File: config.mk
export PLATFORM = sky130hd
export DESIGN_NAME = fsk_decision
export DESIGN_NICKNAME = d
export VERILOG_FILES = /design/src/hdl/mf_pkg.sv /design/src/hdl/fsk_decision.sv
export SDC_FILE = /design/constraint.sdc
export NUM_CORES = 1
export LEC_CHECK = 0
export ABC_AREA = 0
export BUFFER_PORTS_ARGS = -buffer_cell sky130_fd_sc_hd__buf_2
export CORE_MARGIN = 8
export CORE_UTILIZATION = 35
export CTS_CLUSTER_DIAMETER = 150
export DETAILED_ROUTE_END_ITERATION = 8
export PLACE_DENSITY = 0.79
export SYNTH_ARGS = -nofsm -noshare
export SYNTH_HDL_FRONTEND = slang
export SYNTH_SLANG_ARGS = --single-unit
File: constraint.sdc
create_clock -name clk -period 0.8 [get_ports clk]
set_input_delay 0.08 -clock clk [delete_from_list [all_inputs] [get_ports clk]]
set_output_delay 0.08 -clock clk [all_outputs]
set_load 0.1 [all_outputs]
File: src/hdl/mf_pkg.sv
package mf_pkg;

    ////////////////////////////////////////
    // Widths and window sizes
    ////////////////////////////////////////

    // Signed ADC sample from the band-pass path
    localparam int sample_w   = 4;
    // Signed template coefficient, amplitude 15
    localparam int coef_w     = 5;
    localparam int window_len = 16;
    // Newest samples used for 802.15.4
    localparam int short_len  = 8;
    // Sum of 16 products of 9 bits
    localparam int corr_w     = 13;
    // Sum of four squared correlations
    localparam int energy_w   = 27;

    ////////////////////////////////////////
    // Mode select codes
    ////////////////////////////////////////

    typedef enum logic [1:0] {
        mode_ble_2_3    = 2'd0,
        mode_zigbee_2_3 = 2'd1,
        mode_ble_15_2   = 2'd2,
        mode_ble_1_15   = 2'd3
    } mode_e;

    ////////////////////////////////////////
    // Sample and template types
    ////////////////////////////////////////

    typedef struct packed {
        logic signed [sample_w-1:0] i;
        logic signed [sample_w-1:0] q;
    } iq_sample_t;

    // Element 0 oldest, element window_len-1 newest
    typedef iq_sample_t [window_len-1:0] iq_window_t;

    typedef logic signed [coef_w-1:0] coef_t;

    // Ascending range so table literals read in time order
    typedef coef_t [0:window_len-1] coef_vec_t;

    typedef struct packed {
        coef_vec_t cos;
        coef_vec_t sin;
    } tone_coefs_t;

    ////////////////////////////////////////
    // Tone tables, 16 samples at 16 MHz
    ////////////////////////////////////////

    localparam tone_coefs_t tpl_1mhz = '{
        cos: '{ 15,  14,  11,   6,   0,  -6, -11, -14,
               -15, -14, -11,  -6,   0,   6,  11,  14},
        sin: '{  0,   6,  11,  14,  15,  14,  11,   6,
                 0,  -6, -11, -14, -15, -14, -11,  -6}
    };

    localparam tone_coefs_t tpl_15mhz = '{
        cos: '{ 15,  12,   6,  -3, -11, -15, -14,  -8,
                 0,   8,  14,  15,  11,   3,  -6, -12},
        sin: '{  0,   8,  14,  15,  11,   3,  -6, -12,
               -15, -12,  -6,   3,  11,  15,  14,   8}
    };

    localparam tone_coefs_t tpl_2mhz = '{
        cos: '{ 15,  11,   0, -11, -15, -11,   0,  11,
                15,  11,   0, -11, -15, -11,   0,  11},
        sin: '{  0,  11,  15,  11,   0, -11, -15, -11,
                 0,  11,  15,  11,   0, -11, -15, -11}
    };

    // Also the 802.15.4 high tone, first 8 entries only
    localparam tone_coefs_t tpl_3mhz = '{
        cos: '{ 15,   6, -11, -14,   0,  14,  11,  -6,
               -15,  -6,  11,  14,   0, -14, -11,   6},
        sin: '{  0,  14,  11,  -6, -15,  -6,  11,  14,
                 0, -14, -11,   6,  15,   6, -11, -14}
    };

endpackage

File: src/hdl/fsk_decision.sv
`timescale 1ns/1ps

module fsk_decision (
    input  logic                           clk,
    input  logic                           rst,
    input  logic                           update,
    input  logic [mf_pkg::energy_w-1:0]    low_energy,
    input  logic [mf_pkg::energy_w-1:0]    high_energy,
    output logic                           data
);

    logic low_wins;

    // Low tone must be strictly stronger, a tie reads as 1
    assign low_wins = (low_energy > high_energy);

    // Bit only moves on the update strobe
    always_ff @(posedge clk or negedge rst) begin
        if (!rst) begin
            data <= 1'b0;
        end else if (update) begin
            data <= ~low_wins;
        end
    end

endmodule

==> out/qor.yml <==
synth_largest_area_cell: "ha_1"
synth_fa_ha_area_share_pct: 46.4
fp.coreArea_um2: 1960
dr.pass1.iters: 2
criticalPathCategory: "primary input to flop"
synthTopCellsByArea: "ha_1, inv_1, a21oi_1, nand2_1, dfrtp_1"
violations: "setup timing"
cp_cell_sequence: "buf_2 > ha_1 > a211oi_2 > o32ai_2 > o311a_1 > o22ai_1"
dp_hpwl_mm: 2.07
fin_nets: 245
fmax_ghz: 0.734
drt_first_iter_violations: 19
cp_slowest_cell: "ha_1"
critPathLaunchType: "primary input"
ant_nets: 0
cp-end-kind: "flop"
synth_mux_area_share_pct: 0
synthXorXnorAreaFrac_pct: 0
syn-instance-count: 98
dieArea_um2: 3800
io_buffers: 57
routed_wl_mm: 2.22
synth_cell_type_count: 22
drv_cap: 0
grt-ovfl-total: 0
setup_ws_ps: -563
syn_area_um2: 728
synth_compound_area_share_pct: 20.3
maxSlewViolCount: 0
power.leakage_nw: 0.724
die_w_um: 61.6
yosysWarnings: 0
antenna_found_initial: 0
rsz0062_at_grt: "true"
synth-simple-area-share_pct: 15.5
finalSetupViolCount: 2
synth_top_cell_area_share_pct: 46.4
avgSynthCellArea_um2: 7.43
p_per_area_nw_per_um2: 587
hp-class: "primary input to flop"
syn_nets: 182
worstPathArrival_ps: 1270
period_share_pct: 170
cpPeakStageDelay_ps: 320
rows: 16
p_total_w: 0.000779
outcome: "finished with violations"
largest_reg_flops: 1
top_register: "data"
detail_route.wl_per_cell_um: 11.9
clk_pin_slew_ps: 0
critPathTopFamily: "compound AO/OA/AOI/OAI gates"
vias_per_cell: 4.70
slew_headroom_pct: 83.6
synth_top_family_by_area: "adder cells"
route.detailed.drc: 0
grt_start_max_net_pins: 4
area_delta_synth_final_pct: 82.5
largestRegisters: "data x1"
seq_area_frac_synth_pct: 3.44
route.vias.total: 874
grt_pass1_wl_mm: 3.64
gp_congestion: 0.672
start_util_pct: 37.1
clock_latency_ps: 0
holdWs_ps: 385
drive_gt1_share_pct: 56.6
grt_pass1_vias: 954
critical_path_buf_inv_count: 1
fin_crit_ps: 1360
timing.final.hold_violations: 0
track_usage_pct: 11.8
diodes: 0
crit_fanout: 2
skew_ps: 0
required_ps: 710
worst_pin_slew_ps: 244
peakVddDrop_mv: 0.373
ys_ff_latch: 1
io_pins: 58
die_h_um: 61.6
==> final cells by class <==
cell class	count	area, um^2
fill	175	633
inverter	28	125
tap	27	33.8
timing repair buffer	61	387
sequential	1	28.8
multi-input combinational	69	754
==> layout by cell type (no fill, tap or decap) <==
cell type       n
o221a_2         1
nor2_1          1
nand3_1         3
nor4_4          1
nand4_1         3
o21a_1          2
a21oi_2         3
o22ai_1         1
nand2_4         1
a211oi_1        1
inv_12          1
dlygate4sd3_1   1
a21o_1          1
o311a_1         1
nand4_2         1
buf_6           9
inv_2           5
a21oi_1         7
nor3_1          1
dfrtp_4         1
a31oi_1         1
buf_2          48
nand2_1         7
o21ai_1         1
o21ai_0         1
inv_4           3
ha_1           17
o211ai_1        1
buf_4           2
nor2_2          1
inv_1          19
ha_4           10
buf_12          1
a211oi_2        1
o32ai_2         1
==> where the power goes <==
group	switching, W	internal (W)
sequential	0.00000539	0.0000625
combinational	0.000330	0.000382
clock	0	0
total	0.000335	0.000444
==> worst paths after layout <==
| kind | start | endpoint | slack (ps) | cells after the start |
|---|---|---|---|---|
| setup / recovery | low_energy[8] | data | -560 | 6 |
| hold reg to reg | data | data | 600 | 2 |
| max in group asynchronous | rst | data | 290 | 2 |
| setup reg to reg | data | data | -170 | 4 |
| min in group asynchronous | rst | data | 400 | 2 |
| hold / removal | update | data | 380 | 3 |
==> tightest hold or removal path, cell delays in order <==
cell and delay [ps]:
buf_2 100, nor2_2 40, o22ai_1 110
==> kinds of logic (layout without fill, tap and decap cells) <==
logic type,Yosys count,in the layout
flip-flops,1,1
AO/OA/AOI/OAI,23,23
buffers and inverters,28,89
adder cells (fa/ha/maj),27,27
AND/OR/NAND/NOR,19,19
==> cell usage after synthesis <==
cell type / instances
inv_1: 28
ha_1: 27
a21oi_1: 10
nand2_1: 7
nand3_1: 3
nand4_1: 3
a211oi_1: 2
nor2_1: 2
o21a_1: 2
o21ai_0: 2
a21o_1: 1
a31oi_1: 1
dfrtp_1: 1
nand2_2: 1
nand4_2: 1
nor3_1: 1
nor4_4: 1
o211ai_1: 1
o221a_2: 1
o22ai_1: 1
o311a_1: 1
o32ai_1: 1
==> metrics by stage <==
step	cells	area [um^2]	TNS [ps]	worst slack (ps)	utilization, %
after CTS	186	1320	-547	-528	67.2
after detailed placement	185	1230	-656	-620	62.6
final	186	1330	-578	-563	67.7
after floorplan	98	872	-350	-350	-
after global placement	185	1230	-595	-560	62.6
after global routing	186	1330	-683	-656	67.7
==> layer usage <==
layer / up-vias / wire length (um) / track usage, %
li1: 465 / - / -
met1: 376 / 791 / 10.9
met2: 33 / 1190 / 25.6
met3: 0 / 243 / 3.34
met4: 0 / 0 / 0
met5: - / 0 / 0
==> repair_timing <==
| action | 4_1_cts | 5_1_grt |
|---|---|---|
| pin swaps | 3 | 1 |
| endpoints found under the setup margin | 2 | 2 |
| endpoints found under the hold margin | 1 | 0 |
| buffers inserted | 0 | 1 |
| hold buffers | 1 | 0 |
| resized for setup | 12 | 5 |
Note: power is estimated with default switching activity, not from simulation.
