File: config.mk
export PLATFORM = sky130hd
export DESIGN_NAME = sample_window
export DESIGN_NICKNAME = d
export VERILOG_FILES = /design/src/hdl/mf_pkg.sv /design/src/hdl/sample_window.sv
export SDC_FILE = /design/constraint.sdc
export NUM_CORES = 1
export LEC_CHECK = 0
export BUFFER_PORTS_ARGS = -buffer_cell sky130_fd_sc_hd__buf_2
export CORE_MARGIN = 2
export CORE_UTILIZATION = 32
export DETAILED_ROUTE_END_ITERATION = 10
export GPL_ROUTABILITY_DRIVEN = 0
export PLACE_DENSITY = 0.67
export SYNTH_ARGS = -nofsm -noshare
export SYNTH_HDL_FRONTEND = slang
export SYNTH_SLANG_ARGS = --single-unit
File: constraint.sdc
create_clock -name clk -period 1.1 [get_ports clk]
set_clock_uncertainty 0.05 [all_clocks]
set_input_delay 0 -clock clk [delete_from_list [all_inputs] [get_ports clk]]
set_output_delay 0 -clock clk [all_outputs]
set_load 0.01 [all_outputs]
File: src/hdl/mf_pkg.sv
package mf_pkg;

    ////////////////////////////////////////
    // Widths and window sizes
    ////////////////////////////////////////

    // Signed ADC sample from the band-pass path
    localparam int sample_w   = 4;
    // Signed template coefficient, amplitude 15
    localparam int coef_w     = 5;
    localparam int window_len = 16;
    // Newest samples used for 802.15.4
    localparam int short_len  = 8;
    // Sum of 16 products of 9 bits
    localparam int corr_w     = 13;
    // Sum of four squared correlations
    localparam int energy_w   = 27;

    ////////////////////////////////////////
    // Mode select codes
    ////////////////////////////////////////

    typedef enum logic [1:0] {
        mode_ble_2_3    = 2'd0,
        mode_zigbee_2_3 = 2'd1,
        mode_ble_15_2   = 2'd2,
        mode_ble_1_15   = 2'd3
    } mode_e;

    ////////////////////////////////////////
    // Sample and template types
    ////////////////////////////////////////

    typedef struct packed {
        logic signed [sample_w-1:0] i;
        logic signed [sample_w-1:0] q;
    } iq_sample_t;

    // Element 0 oldest, element window_len-1 newest
    typedef iq_sample_t [window_len-1:0] iq_window_t;

    typedef logic signed [coef_w-1:0] coef_t;

    // Ascending range so table literals read in time order
    typedef coef_t [0:window_len-1] coef_vec_t;

    typedef struct packed {
        coef_vec_t cos;
        coef_vec_t sin;
    } tone_coefs_t;

    ////////////////////////////////////////
    // Tone tables, 16 samples at 16 MHz
    ////////////////////////////////////////

    localparam tone_coefs_t tpl_1mhz = '{
        cos: '{ 15,  14,  11,   6,   0,  -6, -11, -14,
               -15, -14, -11,  -6,   0,   6,  11,  14},
        sin: '{  0,   6,  11,  14,  15,  14,  11,   6,
                 0,  -6, -11, -14, -15, -14, -11,  -6}
    };

    localparam tone_coefs_t tpl_15mhz = '{
        cos: '{ 15,  12,   6,  -3, -11, -15, -14,  -8,
                 0,   8,  14,  15,  11,   3,  -6, -12},
        sin: '{  0,   8,  14,  15,  11,   3,  -6, -12,
               -15, -12,  -6,   3,  11,  15,  14,   8}
    };

    localparam tone_coefs_t tpl_2mhz = '{
        cos: '{ 15,  11,   0, -11, -15, -11,   0,  11,
                15,  11,   0, -11, -15, -11,   0,  11},
        sin: '{  0,  11,  15,  11,   0, -11, -15, -11,
                 0,  11,  15,  11,   0, -11, -15, -11}
    };

    // Also the 802.15.4 high tone, first 8 entries only
    localparam tone_coefs_t tpl_3mhz = '{
        cos: '{ 15,   6, -11, -14,   0,  14,  11,  -6,
               -15,  -6,  11,  14,   0, -14, -11,   6},
        sin: '{  0,  14,  11,  -6, -15,  -6,  11,  14,
                 0, -14, -11,   6,  15,   6, -11, -14}
    };

endpackage

File: src/hdl/sample_window.sv
`timescale 1ns/1ps

module sample_window (
    input  logic                   clk,
    input  logic                   rst,
    input  mf_pkg::iq_sample_t     sample,
    output mf_pkg::iq_window_t     win
);

    ////////////////////////////////////////
    // I/Q delay line
    ////////////////////////////////////////

    // One new pair per clock, no handshake
    // Oldest pair falls off element 0, newest lands in the top element
    always_ff @(posedge clk or negedge rst) begin
        if (!rst) begin
            win <= '0;
        end else begin
            for (int n = 0; n < mf_pkg::window_len - 1; n++) begin
                win[n] <= win[n+1];
            end
            win[mf_pkg::window_len-1] <= sample;
        end
    end

endmodule

==> results of run 1 <==
[what timing repair did]
action | in CTS | in global routing
gates cloned | 0 | 0
setup buffers | 42 | 12
hold endpoints to repair | 136 | 0
hold buffers | 10 | 0
endpoints found under the setup margin | 120 | 168
resized for setup | 5 | 26
[final cells by class]
type	instances	share of cell area [%]
Clock inverter	9	1.51
Clock buffer	23	9.04
Sequential cell	128	59.5
Timing Repair Buffer	205	26.8
Tap cell	133	3.09
[power by group]
group          total (mW)  leakage (nW)  switching, mW  internal [mW]
sequential           5.08          1.49          0.131           4.95
combinational       0.753         0.937          0.355          0.398
clock                5.21         0.276           1.93           3.28
total                11.0          2.70           2.42           8.63
[cells by family after synthesis]
| group | after synthesis | share of synthesized area, % |
|---|---|---|
| flip-flops | 128 | 100 |
[metrics by stage]
stage	setup TNS, ps	cells	cell area [µm²]	worst slack (ps)	hold WS, ps
CTS	-1740	486	5140	-72.4	36.0
global route	-4100	498	5380	-78.9	41.4
detailed placement	0	402	4130	466	-149
floorplan	0	128	3200	526	-346
finish	-75.5	498	5380	-29.2	76.6
global placement	0	402	4130	449	-152
[cell usage in the layout (no fill, tap or decap)]
cell type / synthesis / final
clkinv_4: 0 / 1
clkinvlp_4: 0 / 3
bufinv_16: 0 / 1
buf_4: 0 / 55
clkbuf_8: 0 / 6
clkinv_2: 0 / 4
buf_2: 0 / 110
dfrtp_1: 128 / 128
clkbuf_1: 0 / 1
clkbuf_16: 0 / 16
buf_12: 0 / 3
buf_16: 0 / 1
dlygate4sd3_1: 0 / 10
buf_6: 0 / 26
[metal layers]
layer | vias up | GRT usage, % | wire (µm)
met5 | - | 0 | 0
met1 | 977 | 14.1 | 2710
met3 | 11 | 8.46 | 757
met4 | 0 | 8.11 | 150
li1 | 855 | - | -
met2 | 116 | 20.2 | 3400
[worst reg2reg max path: stages, from the launching register on]
cell,delay [ps]
dfrtp_1,400
buf_4,140
buf_4,120
[path summary, 6_finish.rpt]
path	startpoint	endpoint	slack, ps
worst max register to register	win[89]$_DFF_PN0_	win[81]$_DFF_PN0_	290
worst max-delay path	win[65]$_DFF_PN0_	win[65]	-30
worst min register to register	win[87]$_DFF_PN0_	win[79]$_DFF_PN0_	320
worst min-delay path	sample[1]	win[121]$_DFF_PN0_	80
max in group asynchronous	rst	win[12]$_DFF_PN0_	110
min in group asynchronous	rst	win[15]$_DFF_PN0_	420
==> out/metrics.cfg, run 1 <==
[global_route]
antenna_found_initial = 0
grtUsageTotal_pct = 13.4
grt_max_degree = 45
grt_pass1_wl_um = 10600
grt_pass1_vias = 2072
grt_overflow = 0

[logic_synthesis]
syn_nets = 138
synth_edf_count = 0
yosysSeqAreaShare_pct = 100
synthCells = 128
avgSynthCellArea_um2 = 25.0
netlist.area_leader.share_pct = 100
syn-cell-area_um2 = 3200
synth_cell_types = 1
synth.most_common_cell = dfrtp_1
yosysWarnings = 0
ys.flop_type = dfrtp_1
synth_seq_cells = 128
synth.area.top_cells = dfrtp_1
synth_top_area_cell = dfrtp_1
synthArstFlopShare_pct = 100
synth_common_cells = dfrtp_1

[sta]
hold_viol = 0
slew_violations = 0
worst_pin_slew_ps = 294
min_period_over_period_pct = 103
setup_viol = 8
max_freq_ghz = 0.886
slew_headroom_pct = 80.4
rsz0062_at_grt = true
fin_ws_ps = -29.2
min_period_ps = 1130

[cells_and_area]
reg_top3 = win (128)
syn2layout_area_growth_pct = 68.0
largest_reg_flops = 128
ff_latch_area_um2 = 3200
multi_input_area_um2 = 0
n_fill_cell = 762
regMostFlops = win
drive_above_1_share_pct = 61.9
nets = 362
diodes = 0
fin_util_pct = 55.3
num-multi-input-gates = 0

[worst_setup_path]
crit_path_start_kind = flip-flop
crit_buf_inv = 1
critical_path.cell_chain = buf_2
cp_num_cells = 1
endpoint_kind = output pin
critPathArrivalTime_ps = 1080
critPathRequiredTime_ps = 1050
critPathKind = reg -> out
slowest_delay_ps = 410
reg2reg_depth = 2
cp_slowest_cell = dfrtp_1
cpLargestDelayFamily = flip-flops
critPathMaxFanout = 2

[power_and_ir_drop]
power.leakage_nw = 2.70
total_power_mw = 11.0
ir_drop_mv = 1.47
powerDensity_nw_per_um2 = 2050

[status]
violations = setup timing
status = finished, violations left

[floorplanning]
num_rows = 36
io_pins = 138
initial_core_util_pct = 32.9
die_x_um = 104
die_y_um = 104
dieArea_um2 = 10800
core-area_um2 = 9730

[route]
drtPass1Iterations = 4
wl_per_cell_um = 14.1
vias = 1959
wirelength_um = 7020
drc = 0
ant_nets = 0
drtIter0Drc = 32
viasPerCell = 3.93

[cts]
ctsHtreeMaxLevel = 4
cts_tree = built
clk_pin_slew_ps = 60
cts_buffer_depth = 2
numCtsBuffers = 17
clkLatencyLatePin_ps = 510
cts-root-buf = clkbuf_8
cts_num_sinks = 128

[run]
maxCapViolations = 0

[place]
portBuffers = 137
dp_hpwl_um = 4240

[min_path]
hold_path_depth = 2
hold_class = in -> reg

No activity file was read; power rests on OpenSTA's default activity.
==> run 2: changes to the inputs <==
CELL_PAD_IN_SITES_DETAIL_PLACEMENT = 1   (was not set)
CELL_PAD_IN_SITES_GLOBAL_PLACEMENT = 1   (was not set)
CTS_CLUSTER_SIZE = 8   (was not set)
PLACE_DENSITY = 0.76   (was 0.67)
clock period = 1.5 ns   (was 1.1 ns; I/O delays follow)
==> run 2 against run 1 <==
The flow now finishes without violations. Design area is 9.7% lower. Worst setup slack better by 420 ps. Die area unchanged. Sequential share of layout area grew 6.4 points. Combinational power decreased by 46%. Clock-buffer cell count down 4. Register-to-register slack improved by 620 ps. Power is 23% lower. Non-clock buffer count fell by 55. Flip-flop and latch count is the same. Global-route usage rose by 1.1 points. Clock power is 16% lower.
==> out/metrics.cfg, run 2 (synthesized netlist as in run 1, its figures left out) <==
[cells_and_area]
fin_area_um2 = 4860
diodes = 0
nets = 307
multi_input_area_um2 = 0
num-multi-input-gates = 0
final_common_cell = buf_2
syn2layout_area_growth_pct = 51.8
reg_top3 = win (128)
largest_reg_flops = 128
regMostFlops = win
drive_above_1_share_pct = 55.5
mostFrequentLayoutCells = buf_2, dfrtp_1, clkbuf_16, dlygate4sd3_1, bufinv_16

[sta]
worst_pin_slew_ps = 284
min_period_ps = 1110
slew_violations = 0
setup_viol = 0
fin_ws_ps = 389
finalSetupTns_ps = 0
hold_ws_ps = 3.60
hold_viol = 0
max_freq_ghz = 0.900
rsz0062_at_grt = false
min_period_over_period_pct = 74.1
slew_headroom_pct = 81.1

[cts]
cts_setup_buffers = 0
cts_resized = 0
cts_buffer_depth = 2
cts_tree = built
cts-root-buf = clkbuf_8
clkLatencyLatePin_ps = 510
ctsHtreeMaxLevel = 4
numCtsBuffers = 17
clk_pin_slew_ps = 60
cts_num_sinks = 128

[global_route]
antenna_found_initial = 0
grtUsageTotal_pct = 14.5
grt_pass1_wl_um = 11600
grt_pass1_vias = 2129
grt_overflow = 0
grt_max_degree = 44

[floorplanning]
core-area_um2 = 9730
initial_core_util_pct = 32.9
dieArea_um2 = 10800
num_rows = 36
die_y_um = 104
io_pins = 138
die_x_um = 104

[route]
drc = 0
vias = 1784
m1WireLength_um = 2730
viasPerCell = 4.03
top_layer_used = met4
wl_met2_um = 3570
wl_per_cell_um = 16.2
ant_nets = 0
drtIter0Drc = 44
drtPass1Iterations = 4
wirelength_um = 7160
dr_wl_met3_um = 814

[worst_setup_path]
cp_slowest_cell = dfrtp_1
r2r_end = win[20]$_DFF_PN0_
startpoint = win[28]$_DFF_PN0_
rr_startpoint = win[28]$_DFF_PN0_
crit_buf_inv = 1
critPathRequiredTime_ps = 1450
slowest_delay_ps = 410
critPathMaxFanout = 2
critPathArrivalTime_ps = 1060
reg2reg_slack_ps = 910
endpoint_kind = output pin
cpLargestDelayFamily = flip-flops
crit_path_start_kind = flip-flop
critical_path.cell_chain = buf_2
critPathKind = reg -> out
reg2reg_depth = 0

[place]
placed_area_um2 = 4110
dp_hpwl_um = 4730
pre_cts_slack_ps = 903
portBuffers = 137

[status]
status = finished, final reports clean

[power_and_ir_drop]
powerDensity_nw_per_um2 = 1750
power.leakage_nw = 2.41
ir_drop_mv = 0.841

[min_path]
hold_class = in -> async

[run]
maxCapViolations = 0

## run 2: layer usage
metal  vias up  GRT usage [%]
met5         -              0
li1        746              -
met4         0           6.08
met1       912           15.3
met3         4           9.59
met2       122           22.8
## run 2: worst min-delay path: cells and delay by family
family | cells | cell delay [ps]
buffers and inverters | 3 | 910
## run 2: what timing repair did
item / CTS / global route
hold buffers: 10 / 0
setup endpoints to repair: 0 / 0
endpoints found under the hold margin: 136 / 0
## run 2: final cells by class
type / count / area, µm²
Clock inverter: 13 / 210
Clock buffer: 19 / 432
Sequential cell: 128 / 3200
Tap cell: 133 / 166
Timing Repair Buffer: 150 / 850
Fill cell: 992 / 4870
## run 2: worst max path at each step
stage / cells past startpoint / endpoint / slack [ps]
2_1_floorplan: 0 / win[0]$_DFF_PN0_ / 930
3_3_place_gp: 1 / win[68] / 870
3_5_place_dp: 1 / win[28] / 900
4_1_cts: 1 / win[28] / 350
5_1_grt: 1 / win[28] / 340
6_report: 1 / win[28] / 390
## run 2: where the power goes
part / switching [mW] / total, mW / internal, mW
Clock: 1.47 / 4.39 / 2.92
Sequential: 0.0896 / 3.72 / 3.63
Combinational: 0.243 / 0.403 / 0.160
## run 2: per-stage QoR
stage | std cells | utilization [%] | total power, mW
floorplan | 128 | - | 3.86
global placement | 401 | 42.2 | 4.15
detailed placement | 401 | 42.2 | 4.17
CTS | 443 | 50.0 | 8.64
global route | 443 | 50.0 | 8.85
finish | 443 | 50.0 | 8.51
