[config.mk]
export PLATFORM = sky130hd
export DESIGN_NAME = template_select
export DESIGN_NICKNAME = d
export VERILOG_FILES = /design/src/hdl/mf_pkg.sv /design/src/hdl/template_select.sv
export SDC_FILE = /design/constraint.sdc
export NUM_CORES = 1
export LEC_CHECK = 0
export ABC_AREA = 0
export BUFFER_PORTS_ARGS = -buffer_cell sky130_fd_sc_hd__buf_2
export CAP_MARGIN = 15
export CORE_AREA = 2 2 126 128
export DETAILED_ROUTE_END_ITERATION = 16
export DIE_AREA = 0 0 128 130
export MAX_ROUTING_LAYER = met4
export PLACE_DENSITY = 0.55
export SLEW_MARGIN = 30
export SYNTH_ARGS = -nofsm -noshare
export SYNTH_HDL_FRONTEND = slang
export SYNTH_SLANG_ARGS = --single-unit
[constraint.sdc]
create_clock -name vclk -period 3.4
set_input_delay 0.68 -clock vclk [all_inputs]
set_output_delay 0.68 -clock vclk [all_outputs]
set_load 0.02 [all_outputs]
[src/hdl/mf_pkg.sv]
package mf_pkg;

    ////////////////////////////////////////
    // Widths and window sizes
    ////////////////////////////////////////

    // Signed ADC sample from the band-pass path
    localparam int sample_w   = 4;
    // Signed template coefficient, amplitude 15
    localparam int coef_w     = 5;
    localparam int window_len = 16;
    // Newest samples used for 802.15.4
    localparam int short_len  = 8;
    // Sum of 16 products of 9 bits
    localparam int corr_w     = 13;
    // Sum of four squared correlations
    localparam int energy_w   = 27;

    ////////////////////////////////////////
    // Mode select codes
    ////////////////////////////////////////

    typedef enum logic [1:0] {
        mode_ble_2_3    = 2'd0,
        mode_zigbee_2_3 = 2'd1,
        mode_ble_15_2   = 2'd2,
        mode_ble_1_15   = 2'd3
    } mode_e;

    ////////////////////////////////////////
    // Sample and template types
    ////////////////////////////////////////

    typedef struct packed {
        logic signed [sample_w-1:0] i;
        logic signed [sample_w-1:0] q;
    } iq_sample_t;

    // Element 0 oldest, element window_len-1 newest
    typedef iq_sample_t [window_len-1:0] iq_window_t;

    typedef logic signed [coef_w-1:0] coef_t;

    // Ascending range so table literals read in time order
    typedef coef_t [0:window_len-1] coef_vec_t;

    typedef struct packed {
        coef_vec_t cos;
        coef_vec_t sin;
    } tone_coefs_t;

    ////////////////////////////////////////
    // Tone tables, 16 samples at 16 MHz
    ////////////////////////////////////////

    localparam tone_coefs_t tpl_1mhz = '{
        cos: '{ 15,  14,  11,   6,   0,  -6, -11, -14,
               -15, -14, -11,  -6,   0,   6,  11,  14},
        sin: '{  0,   6,  11,  14,  15,  14,  11,   6,
                 0,  -6, -11, -14, -15, -14, -11,  -6}
    };

    localparam tone_coefs_t tpl_15mhz = '{
        cos: '{ 15,  12,   6,  -3, -11, -15, -14,  -8,
                 0,   8,  14,  15,  11,   3,  -6, -12},
        sin: '{  0,   8,  14,  15,  11,   3,  -6, -12,
               -15, -12,  -6,   3,  11,  15,  14,   8}
    };

    localparam tone_coefs_t tpl_2mhz = '{
        cos: '{ 15,  11,   0, -11, -15, -11,   0,  11,
                15,  11,   0, -11, -15, -11,   0,  11},
        sin: '{  0,  11,  15,  11,   0, -11, -15, -11,
                 0,  11,  15,  11,   0, -11, -15, -11}
    };

    // Also the 802.15.4 high tone, first 8 entries only
    localparam tone_coefs_t tpl_3mhz = '{
        cos: '{ 15,   6, -11, -14,   0,  14,  11,  -6,
               -15,  -6,  11,  14,   0, -14, -11,   6},
        sin: '{  0,  14,  11,  -6, -15,  -6,  11,  14,
                 0, -14, -11,   6,  15,   6, -11, -14}
    };

endpackage

[src/hdl/template_select.sv]
`timescale 1ns/1ps

module template_select (
    input  mf_pkg::mode_e          mode,
    output mf_pkg::tone_coefs_t    low_coefs,
    output mf_pkg::tone_coefs_t    high_coefs
);

    // Move template entries 0..short_len-1 onto the newest window slots
    // and clear the older slots, so the correlator sees a short window
    function automatic mf_pkg::tone_coefs_t align_short(input mf_pkg::tone_coefs_t full);
        mf_pkg::tone_coefs_t res;
        res = '0;
        for (int n = 0; n < mf_pkg::short_len; n++) begin
            res.cos[n + mf_pkg::window_len - mf_pkg::short_len] = full.cos[n];
            res.sin[n + mf_pkg::window_len - mf_pkg::short_len] = full.sin[n];
        end
        return res;
    endfunction

    ////////////////////////////////////////
    // Tone pair per mode
    ////////////////////////////////////////

    always_comb begin
        case (mode)
            mf_pkg::mode_zigbee_2_3: begin
                low_coefs  = align_short(mf_pkg::tpl_2mhz);
                high_coefs = align_short(mf_pkg::tpl_3mhz);
            end
            mf_pkg::mode_ble_15_2: begin
                low_coefs  = mf_pkg::tpl_15mhz;
                high_coefs = mf_pkg::tpl_2mhz;
            end
            mf_pkg::mode_ble_1_15: begin
                low_coefs  = mf_pkg::tpl_1mhz;
                high_coefs = mf_pkg::tpl_15mhz;
            end
            // BLE 2/3 MHz, the default pair
            default: begin
                low_coefs  = mf_pkg::tpl_2mhz;
                high_coefs = mf_pkg::tpl_3mhz;
            end
        endcase
    end

endmodule

==> results of run 1 <==
## synth_stat cells
cell type,instances
buf_4,306
o21ba_1,1
conb_1,2
inv_1,7
ha_1,7
or2_1,3
## per-layer routing
layer	global-route usage, %	routed length, um	up-vias
li1	-	-	657
met1	3.89	1480	572
met2	6.45	2050	175
met3	0.328	646	0
met4	0	0	0
met5	-	0	-
## layout make-up
| type | count | area share [%] |
|---|---|---|
| well taps | 192 | 12.1 |
| inverters | 7 | 1.33 |
| multi-input cells | 60 | 15.2 |
| repair buffers | 279 | 71.3 |
## stage by stage
stage	setup slack (ns)	hold WS (ns)	total power, mW
3_3_place_gp	0.776	1.94	0.609
3_5_place_dp	0.717	1.94	0.610
5_1_grt	0.608	1.95	0.642
2_1_floorplan	0.243	1.66	0.718
6_report	0.769	1.92	0.602
4_1_cts	0.715	1.94	0.610
## layout by cell type, fill, tap and decap left out, drive strengths merged
cell type	synthesis	final
buf	306	279
ha	7	7
or2	3	3
inv	7	7
o21ba	1	1
conb	2	49
## tightest hold or removal path, stage by stage
cell   delay (ns)
buf_2        0.13
ha_1         0.24
buf_2        0.18
## path summary, 6_finish.rpt
kind | startpoint | end | slack, ns | cells past startpoint
max | mode[0] | low_coefs[30] | 0.77 | 6
min | mode[1] | low_coefs[84] | 1.92 | 3
## power by group
part	switching, mW	internal, mW	total [mW]
registers	0	0	0
clock network	0	0	0
logic	0.450	0.152	0.602
total	0.450	0.152	0.602
## cell families (layout without fill, tap and decap cells)
kind of cell,Yosys count,count (layout),share of synthesized area [%]
buffers and inverters,313,286,94.9
AO/OA/AOI/OAI,1,1,0.409
other,2,49,0.307
AND/OR/NAND/NOR,3,3,0.767
adder cells (fa/ha/maj),7,7,3.58
==> summary.md, run 1 <==
| Metric | Value |
|---|---|
| Status | `complete, no violations` |
| GP Congestion | `0.583` |
| Final #Nets | `357` |
| Netlist cell types | `6` |
| Post-synth top area share | `93.9%` |
| Vias | `1,404` |
| Worst Tran Pin Value | `0.551 ns` |
| Initial drt markers | `12` |
| First-pass GRT wire length | `4000 um` |
| Crit Path Category | `in2out` |
| Register area | `0 um2` |
| CP Buf/Inv Count | `4` |
| Initial antenna violation count | `0` |
| HP Class | `in2out` |
| ANT cells | `0` |
| Seq/Total Area, Yosys | `0%` |
| Final setup viols | `0` |
| Worst Path Required | `2.72 ns` |
| Wirelength, routed | `4180 um` |
| Final worst-path cycle share | `77.4%` |
| CP max-delay cell | `or2_1` |
| CP Cell Sequence | `buf_2 > inv_1 > ha_1 > buf_4 > or2_1 > buf_2` |
| Post-placement cell count | `538` |
| Starting Density | `15.9%` |
| Slew margin rel. | `63.2%` |
| Synth-to-Final Area Change | `-19.2%` |
| Die Wd | `128 um` |
| Largest net degree at the start of global routing | `42` |
| Vias/cell | `2.61` |
| Total gr overflow | `0` |
| FILL cells | `1,771` |
| # clk buffers | `0` |
| Multi-input logic area | `300 um2` |
| Synth warnings | `0` |
| Worst path top cell family by delay | `buffers and inverters` |
| Core area | `0.0154 mm2` |
| Synth area leader | `buf_4` |
| Critical Path AT | `1.95 ns` |
| Die ar. | `0.0166 mm2` |
| Fin crit period | `2.63 ns` |
| Io pins | `322` |
| Most used cell, CP | `buf_2` |
| Residual DRC | `0` |
| Fmax | `380 MHz` |
| Syn_area_per_cell | `7.51 um2` |
| Unrepaired setup endpoints after global routing | `no` |
| Pwr Density | `305 mW/mm2` |
| I/O Buffers | `273` |
| Max Cap Viol | `0` |
| Routed WL per cell | `7.77 um` |
| Die Span Y | `130 um` |
| Layout cell share with drive strength beyond 1 | `80.9%` |
| ANT nets after route | `0` |
| Largest cells by area after synthesis | `buf_4, ha_1, inv_1` |
| Number of global-route vias before repair | `591` |
| Post-CTS Setup Inserts | `0` |
| DR pass1 iterations | `3` |
| Synthesized area | `0.00245 mm2` |
| Resize count post-CTS | `0` |
| Setup crit start kind | `input port` |
| GRT Resource Usage Total | `3.30%` |
| Layout Cells excl Fill | `538` |
| Worst setup EP type | `output port` |
| FF+latch count | `0` |
| Peak VDD IR | `0.0000789 V` |
| # rows | `46` |
| Leak pwr | `1.41 nW` |
| DP HPWL | `3590 um` |
| Post-Synthesis Cells | `326` |
| CP max stage delay | `0.36 ns` |
| Final core utilization | `12.8%` |
| Setup TNS | `0 ns` |
| Max-slew violation count | `0` |
| Placed inst area | `0.00198 mm2` |
| Post-CTS Hold Buffers | `0` |
| Crit path max fanout | `26` |
| Design Area, Final | `0.00198 mm2` |
| Final Hold Viols | `0` |
No activity file was read; power rests on OpenSTA's default activity.
==> inputs of run 2 (changes only) <==
--- a/config.mk
+++ b/config.mk
@@ -5,7 +5,7 @@
 export SDC_FILE = /design/constraint.sdc
 export NUM_CORES = 1
 export LEC_CHECK = 0
-export ABC_AREA = 0
+export ABC_AREA = 1
 export BUFFER_PORTS_ARGS = -buffer_cell sky130_fd_sc_hd__buf_2
 export CAP_MARGIN = 15
 export CORE_AREA = 2 2 126 128
==> constraint.sdc (replaced) <==
create_clock -name vclk -period 2.7
set_input_delay 0.54 -clock vclk [all_inputs]
set_output_delay 0.54 -clock vclk [all_outputs]
set_load 0.02 [all_outputs]
==> summary.md, run 2 <==
| Metric | Value |
|---|---|
| Starting Density | `15.9%` |
| Most frequent cells after synthesis | `buf_4, ha_1, inv_1` |
| Pwr Density | `381 mW/mm2` |
| Mux share of post-synthesis cell area | `0%` |
| Post-synthesis compound-gate area fraction | `0%` |
| Setup WS post-layout | `0.356 ns` |
| Synth warnings | `0` |
| Unrepaired setup endpoints after global routing | `no` |
| Most common cell after layout, fill and taps aside | `buf_2` |
| Hold path startpoint | `mode[1]` |
| Synthesized area | `0.00244 mm2` |
| # clk buffers | `0` |
| Status | `complete, no violations` |
| Synth-to-Final Area Change | `-17.8%` |
| Residual DRC | `0` |
| Setup crit start kind | `input port` |
| First-pass GRT wire length | `4260 um` |
| Top Metal Used | `met3` |
| Largest family of logic cells by synthesized area | `buffers and inverters` |
| DP HPWL | `3540 um` |
| Leak pwr | `1.42 nW` |
| I/O Buffers | `273` |
| HP Class | `in2out` |
| Netlist cell types | `6` |
| Post-synthesis simple-gate area fraction | `1.07%` |
| Final setup viols | `0` |
| Largest net degree at the start of global routing | `42` |
| Worst Path Required | `2.16 ns` |
| FF+latch count | `0` |
| Wire length on met2 | `2120 um` |
| Synth Area in XOR/XNOR | `0%` |
| GP Congestion | `0.605` |
| Number of global-route vias before repair | `632` |
| Vias/cell | `2.62` |
| Peak VDD IR | `0.0000932 V` |
| Layout cell share with drive strength beyond 1 | `81.6%` |
| Syn_area_per_cell | `7.48 um2` |
| Final worst-path cycle share | `86.8%` |
| Initial drt markers | `10` |
| Net Sw Frac | `74.2%` |
| Largest cells by area after synthesis | `buf_4, ha_1, inv_1` |
| Final Hold Viols | `0` |
| Vias | `1,417` |
| Part of the power in registers | `0%` |
| Resize count post-CTS | `0` |
| Comb power frac | `100.0%` |
| Post-Synthesis Cells | `327` |
| Fin crit period | `2.34 ns` |
| Total gr overflow | `0` |
| Clock share of power | `0%` |
| WL met1 | `1540 um` |
| Crit Path Category | `in2out` |
| Post-CTS Hold Buffers | `0` |
| Seq/Total Area, Yosys | `0%` |
| Register area | `0 um2` |
| Max Cap Viol | `0` |
| Leading cell types in the layout, fill and taps excluded | `buf_2, conb_1, inv_1` |
| Count leader, synth | `buf_4` |
| Sw Pwr | `569 uW` |
| DR pass1 iterations | `3` |
| Synth area leader | `buf_4` |
| Post-synth top area share | `94.0%` |
| # rows | `46` |
| Post-Synth Adder-Cell Area | `3.58%` |
| ANT nets after route | `0` |
| Worst setup EP type | `output port` |
| Final #Nets | `359` |
| Core area | `0.0154 mm2` |
| FILL cells | `1,806` |
| Max-slew violation count | `0` |
| Io pins | `322` |
| Initial antenna violation count | `0` |
| GRT Resource Usage Total | `3.41%` |
| Die Wd | `128 um` |
| Hold path cells | `3` |
| ANT cells | `0` |
| Internal power | `198 uW` |
| Crit path max fanout | `14` |
| Die ar. | `0.0166 mm2` |
| Setup TNS | `0 ns` |
| Critical Path AT | `1.80 ns` |
| Die Span Y | `130 um` |
| Dpl ws | `0.315 ns` |
| Fmax | `427 MHz` |
| DR WL met3 | `568 um` |
| Wirelength, routed | `4220 um` |
| Post-CTS Setup Inserts | `0` |
| Hold Crit Endpoint | `low_coefs[6]` |
| Routed WL per cell | `7.82 um` |
==> run 2: cell count changes after synthesis <==
cell,change
nor2_1,+2
o21ba_1,-1
==> run 2: final cells by class <==
| cell class | instances | area (um2) | area share, % |
|---|---|---|---|
| timing repair buffer | 280 | 1430 | 71.2 |
| tap | 192 | 240 | 11.9 |
| inverter | 7 | 26.3 | 1.31 |
| multi-input combinational | 61 | 313 | 15.6 |
==> run 2: cells by family (layout without fill, tap and decap cells) <==
group,count (synthesis),in the layout
buffers and inverters,313,287
other,2,49
AND/OR/NAND/NOR,5,5
adder cells (fa/ha/maj),7,7
==> run 2: metrics by stage <==
step                      util (%)  instance area [um2]  power [mW]  cells  hold slack, ns
final                         13.0                 2010       0.766    540            1.60
after global placement        13.0                 2010       0.773    540            1.61
after CTS                     13.0                 2010       0.776    540            1.62
after detailed placement      13.0                 2010       0.775    540            1.62
after floorplan                  -                 2640       0.906    374            1.38
after global routing          13.0                 2010       0.821    540            1.63
==> run 2: worst max-delay path by stage <==
stage / start / to / slack [ns] / cells past startpoint
floorplan: mode[0] / high_coefs[100] / 0.05 / 5
global placement: mode[0] / low_coefs[99] / 0.36 / 5
detailed placement: mode[0] / high_coefs[85] / 0.32 / 5
CTS: mode[0] / high_coefs[85] / 0.31 / 5
global route: mode[0] / low_coefs[23] / 0.17 / 5
finish: mode[0] / low_coefs[0] / 0.36 / 5
==> run 2: power groups by stage <==
stage	Combinational [mW]	Clock [mW]	Sequential, mW
finish	0.766	0	0
global route	0.821	0	0
CTS	0.776	0	0
detailed placement	0.775	0	0
global placement	0.773	0	0
floorplan	0.906	0	0
==> run 2: layer usage <==
layer,track usage [%],up-vias
met3,0,0
met2,6.57,169
met5,-,-
met1,4.28,588
li1,-,660
met4,0,0
==> run 2: critical path, stage by stage <==
cell,delay (ns)
buf_2,0.13
inv_1,0.11
ha_2,0.42
or2_1,0.36
buf_2,0.23
==> inputs of run 3 (changes only) <==
--- a/config.mk
+++ b/config.mk
@@ -5,7 +5,7 @@
 export SDC_FILE = /design/constraint.sdc
 export NUM_CORES = 1
 export LEC_CHECK = 0
-export ABC_AREA = 1
+export ABC_AREA = 0
 export BUFFER_PORTS_ARGS = -buffer_cell sky130_fd_sc_hd__buf_2
 export CAP_MARGIN = 15
 export CORE_AREA = 2 2 126 128
==> summary.md, run 3 (synthesis results as in run 1) <==
| Metric | Value |
|---|---|
| Die Span Y | `130 um` |
| Register area | `0 um2` |
| DR pass1 iterations | `3` |
| Final Hold Viols | `0` |
| Synth-to-Final Area Change | `-16.3%` |
| # rows | `46` |
| GRT Resource Usage Total | `2.92%` |
| Sw Pwr | `565 uW` |
| Final setup viols | `0` |
| FF+latch count | `0` |
| DP HPWL | `3410 um` |
| Starting Density | `15.9%` |
| # clk buffers | `0` |
| Design Area, Final | `0.00205 mm2` |
| Number of global-route vias before repair | `568` |
| Status | `complete, no violations` |
| Setup crit start kind | `input port` |
| Max-slew violation count | `0` |
| Crit Path Category | `in2out` |
| Comb power frac | `100.0%` |
| Worst setup EP type | `output port` |
| ANT nets after route | `0` |
| Pwr Density | `376 mW/mm2` |
| Crit path max fanout | `41` |
| Post-CTS Setup Inserts | `0` |
| Critical Path AT | `1.71 ns` |
| Residual DRC | `0` |
| Internal power | `206 uW` |
| Peak VDD IR | `0.0000976 V` |
| Resize count post-CTS | `0` |
| Fmax | `444 MHz` |
| Worst Path Required | `2.16 ns` |
| FILL cells | `1,793` |
| Slew margin rel. | `62.8%` |
| Post-CTS Hold Buffers | `0` |
| Routed WL per cell | `7.09 um` |
| Most common cell after layout, fill and taps aside | `buf_2` |
| Worst Tran Pin Value | `0.557 ns` |
| Part of the power in registers | `0%` |
| Io pins | `322` |
| Max Cap Viol | `0` |
| Placed inst area | `0.00205 mm2` |
| Setup TNS | `0 ns` |
| Leak pwr | `1.44 nW` |
| I/O Buffers | `273` |
| Wirelength, routed | `3850 um` |
| First-pass GRT wire length | `3680 um` |
| ANT cells | `0` |
| Die Wd | `128 um` |
| GP Congestion | `0.599` |
| Final #Nets | `362` |
| Fin crit period | `2.25 ns` |
| Final worst-path cycle share | `83.5%` |
| Vias | `1,398` |
| Net Sw Frac | `73.3%` |
| Clock share of power | `0%` |
| Die ar. | `0.0166 mm2` |
| Dpl ws | `0.418 ns` |
| Total power draw | `770 uW` |
| Total gr overflow | `0` |
| Largest net degree at the start of global routing | `42` |
| Core area | `0.0154 mm2` |
| Leading cell types in the layout, fill and taps excluded | `buf_2, conb_1, buf_4` |
| Layout cell share with drive strength beyond 1 | `82.1%` |
| Initial drt markers | `10` |
| Unrepaired setup endpoints after global routing | `no` |
| Setup WS post-layout | `0.447 ns` |
| Vias/cell | `2.57` |
| Initial antenna violation count | `0` |
| HP Class | `in2out` |
run 3: cell types whose count changed in the layout (fill, tap and decap cells not counted):
cell     before  now
buf_12        1    2
buf_4         6    9
nor2_1        1    0
nor2_4        1    0
o21ba_2       0    1
run 3: cell type report:
| class | count | area [um2] | area share [%] |
|---|---|---|---|
| Tap cell | 192 | 240 | 11.7 |
| Timing Repair Buffer | 284 | 1470 | 72.0 |
| Inverter | 7 | 26.3 | 1.28 |
| Multi-Input combinational cell | 60 | 308 | 15.0 |
run 3: worst paths after layout:
check | startpoint | end | slack, ns | depth (start not counted)
setup / recovery | mode[1] | low_coefs[51] | 0.45 | 7
hold / removal | mode[0] | high_coefs[59] | 1.75 | 5
run 3: layer usage:
layer	GRT usage [%]	vias to the layer above	share of wire (%)
met3	0	0	14
li1	-	667	-
met2	5.95	162	51
met4	0	0	0
met5	-	-	0
met1	3.42	569	35
run 3: metrics by stage:
step,std cells,utilization (%),hold slack (ns)
CTS,543,13.3,1.76
global placement,543,13.3,1.76
finish,543,13.3,1.75
detailed placement,543,13.3,1.76
floorplan,373,-,1.38
global route,543,13.3,1.79
run 3: power groups by stage:
stage | combinational [mW] | sequential [mW] | clock (mW)
after floorplan | 0.905 | 0 | 0
after global placement | 0.778 | 0 | 0
after detailed placement | 0.779 | 0 | 0
after CTS | 0.780 | 0 | 0
after global routing | 0.822 | 0 | 0
final | 0.770 | 0 | 0
run 3: critical path, stage by stage:
cell	delay (ns)
buf_2	0.13
inv_1	0.09
ha_2	0.19
buf_12	0.15
o21ba_2	0.26
buf_12	0.17
buf_2	0.19
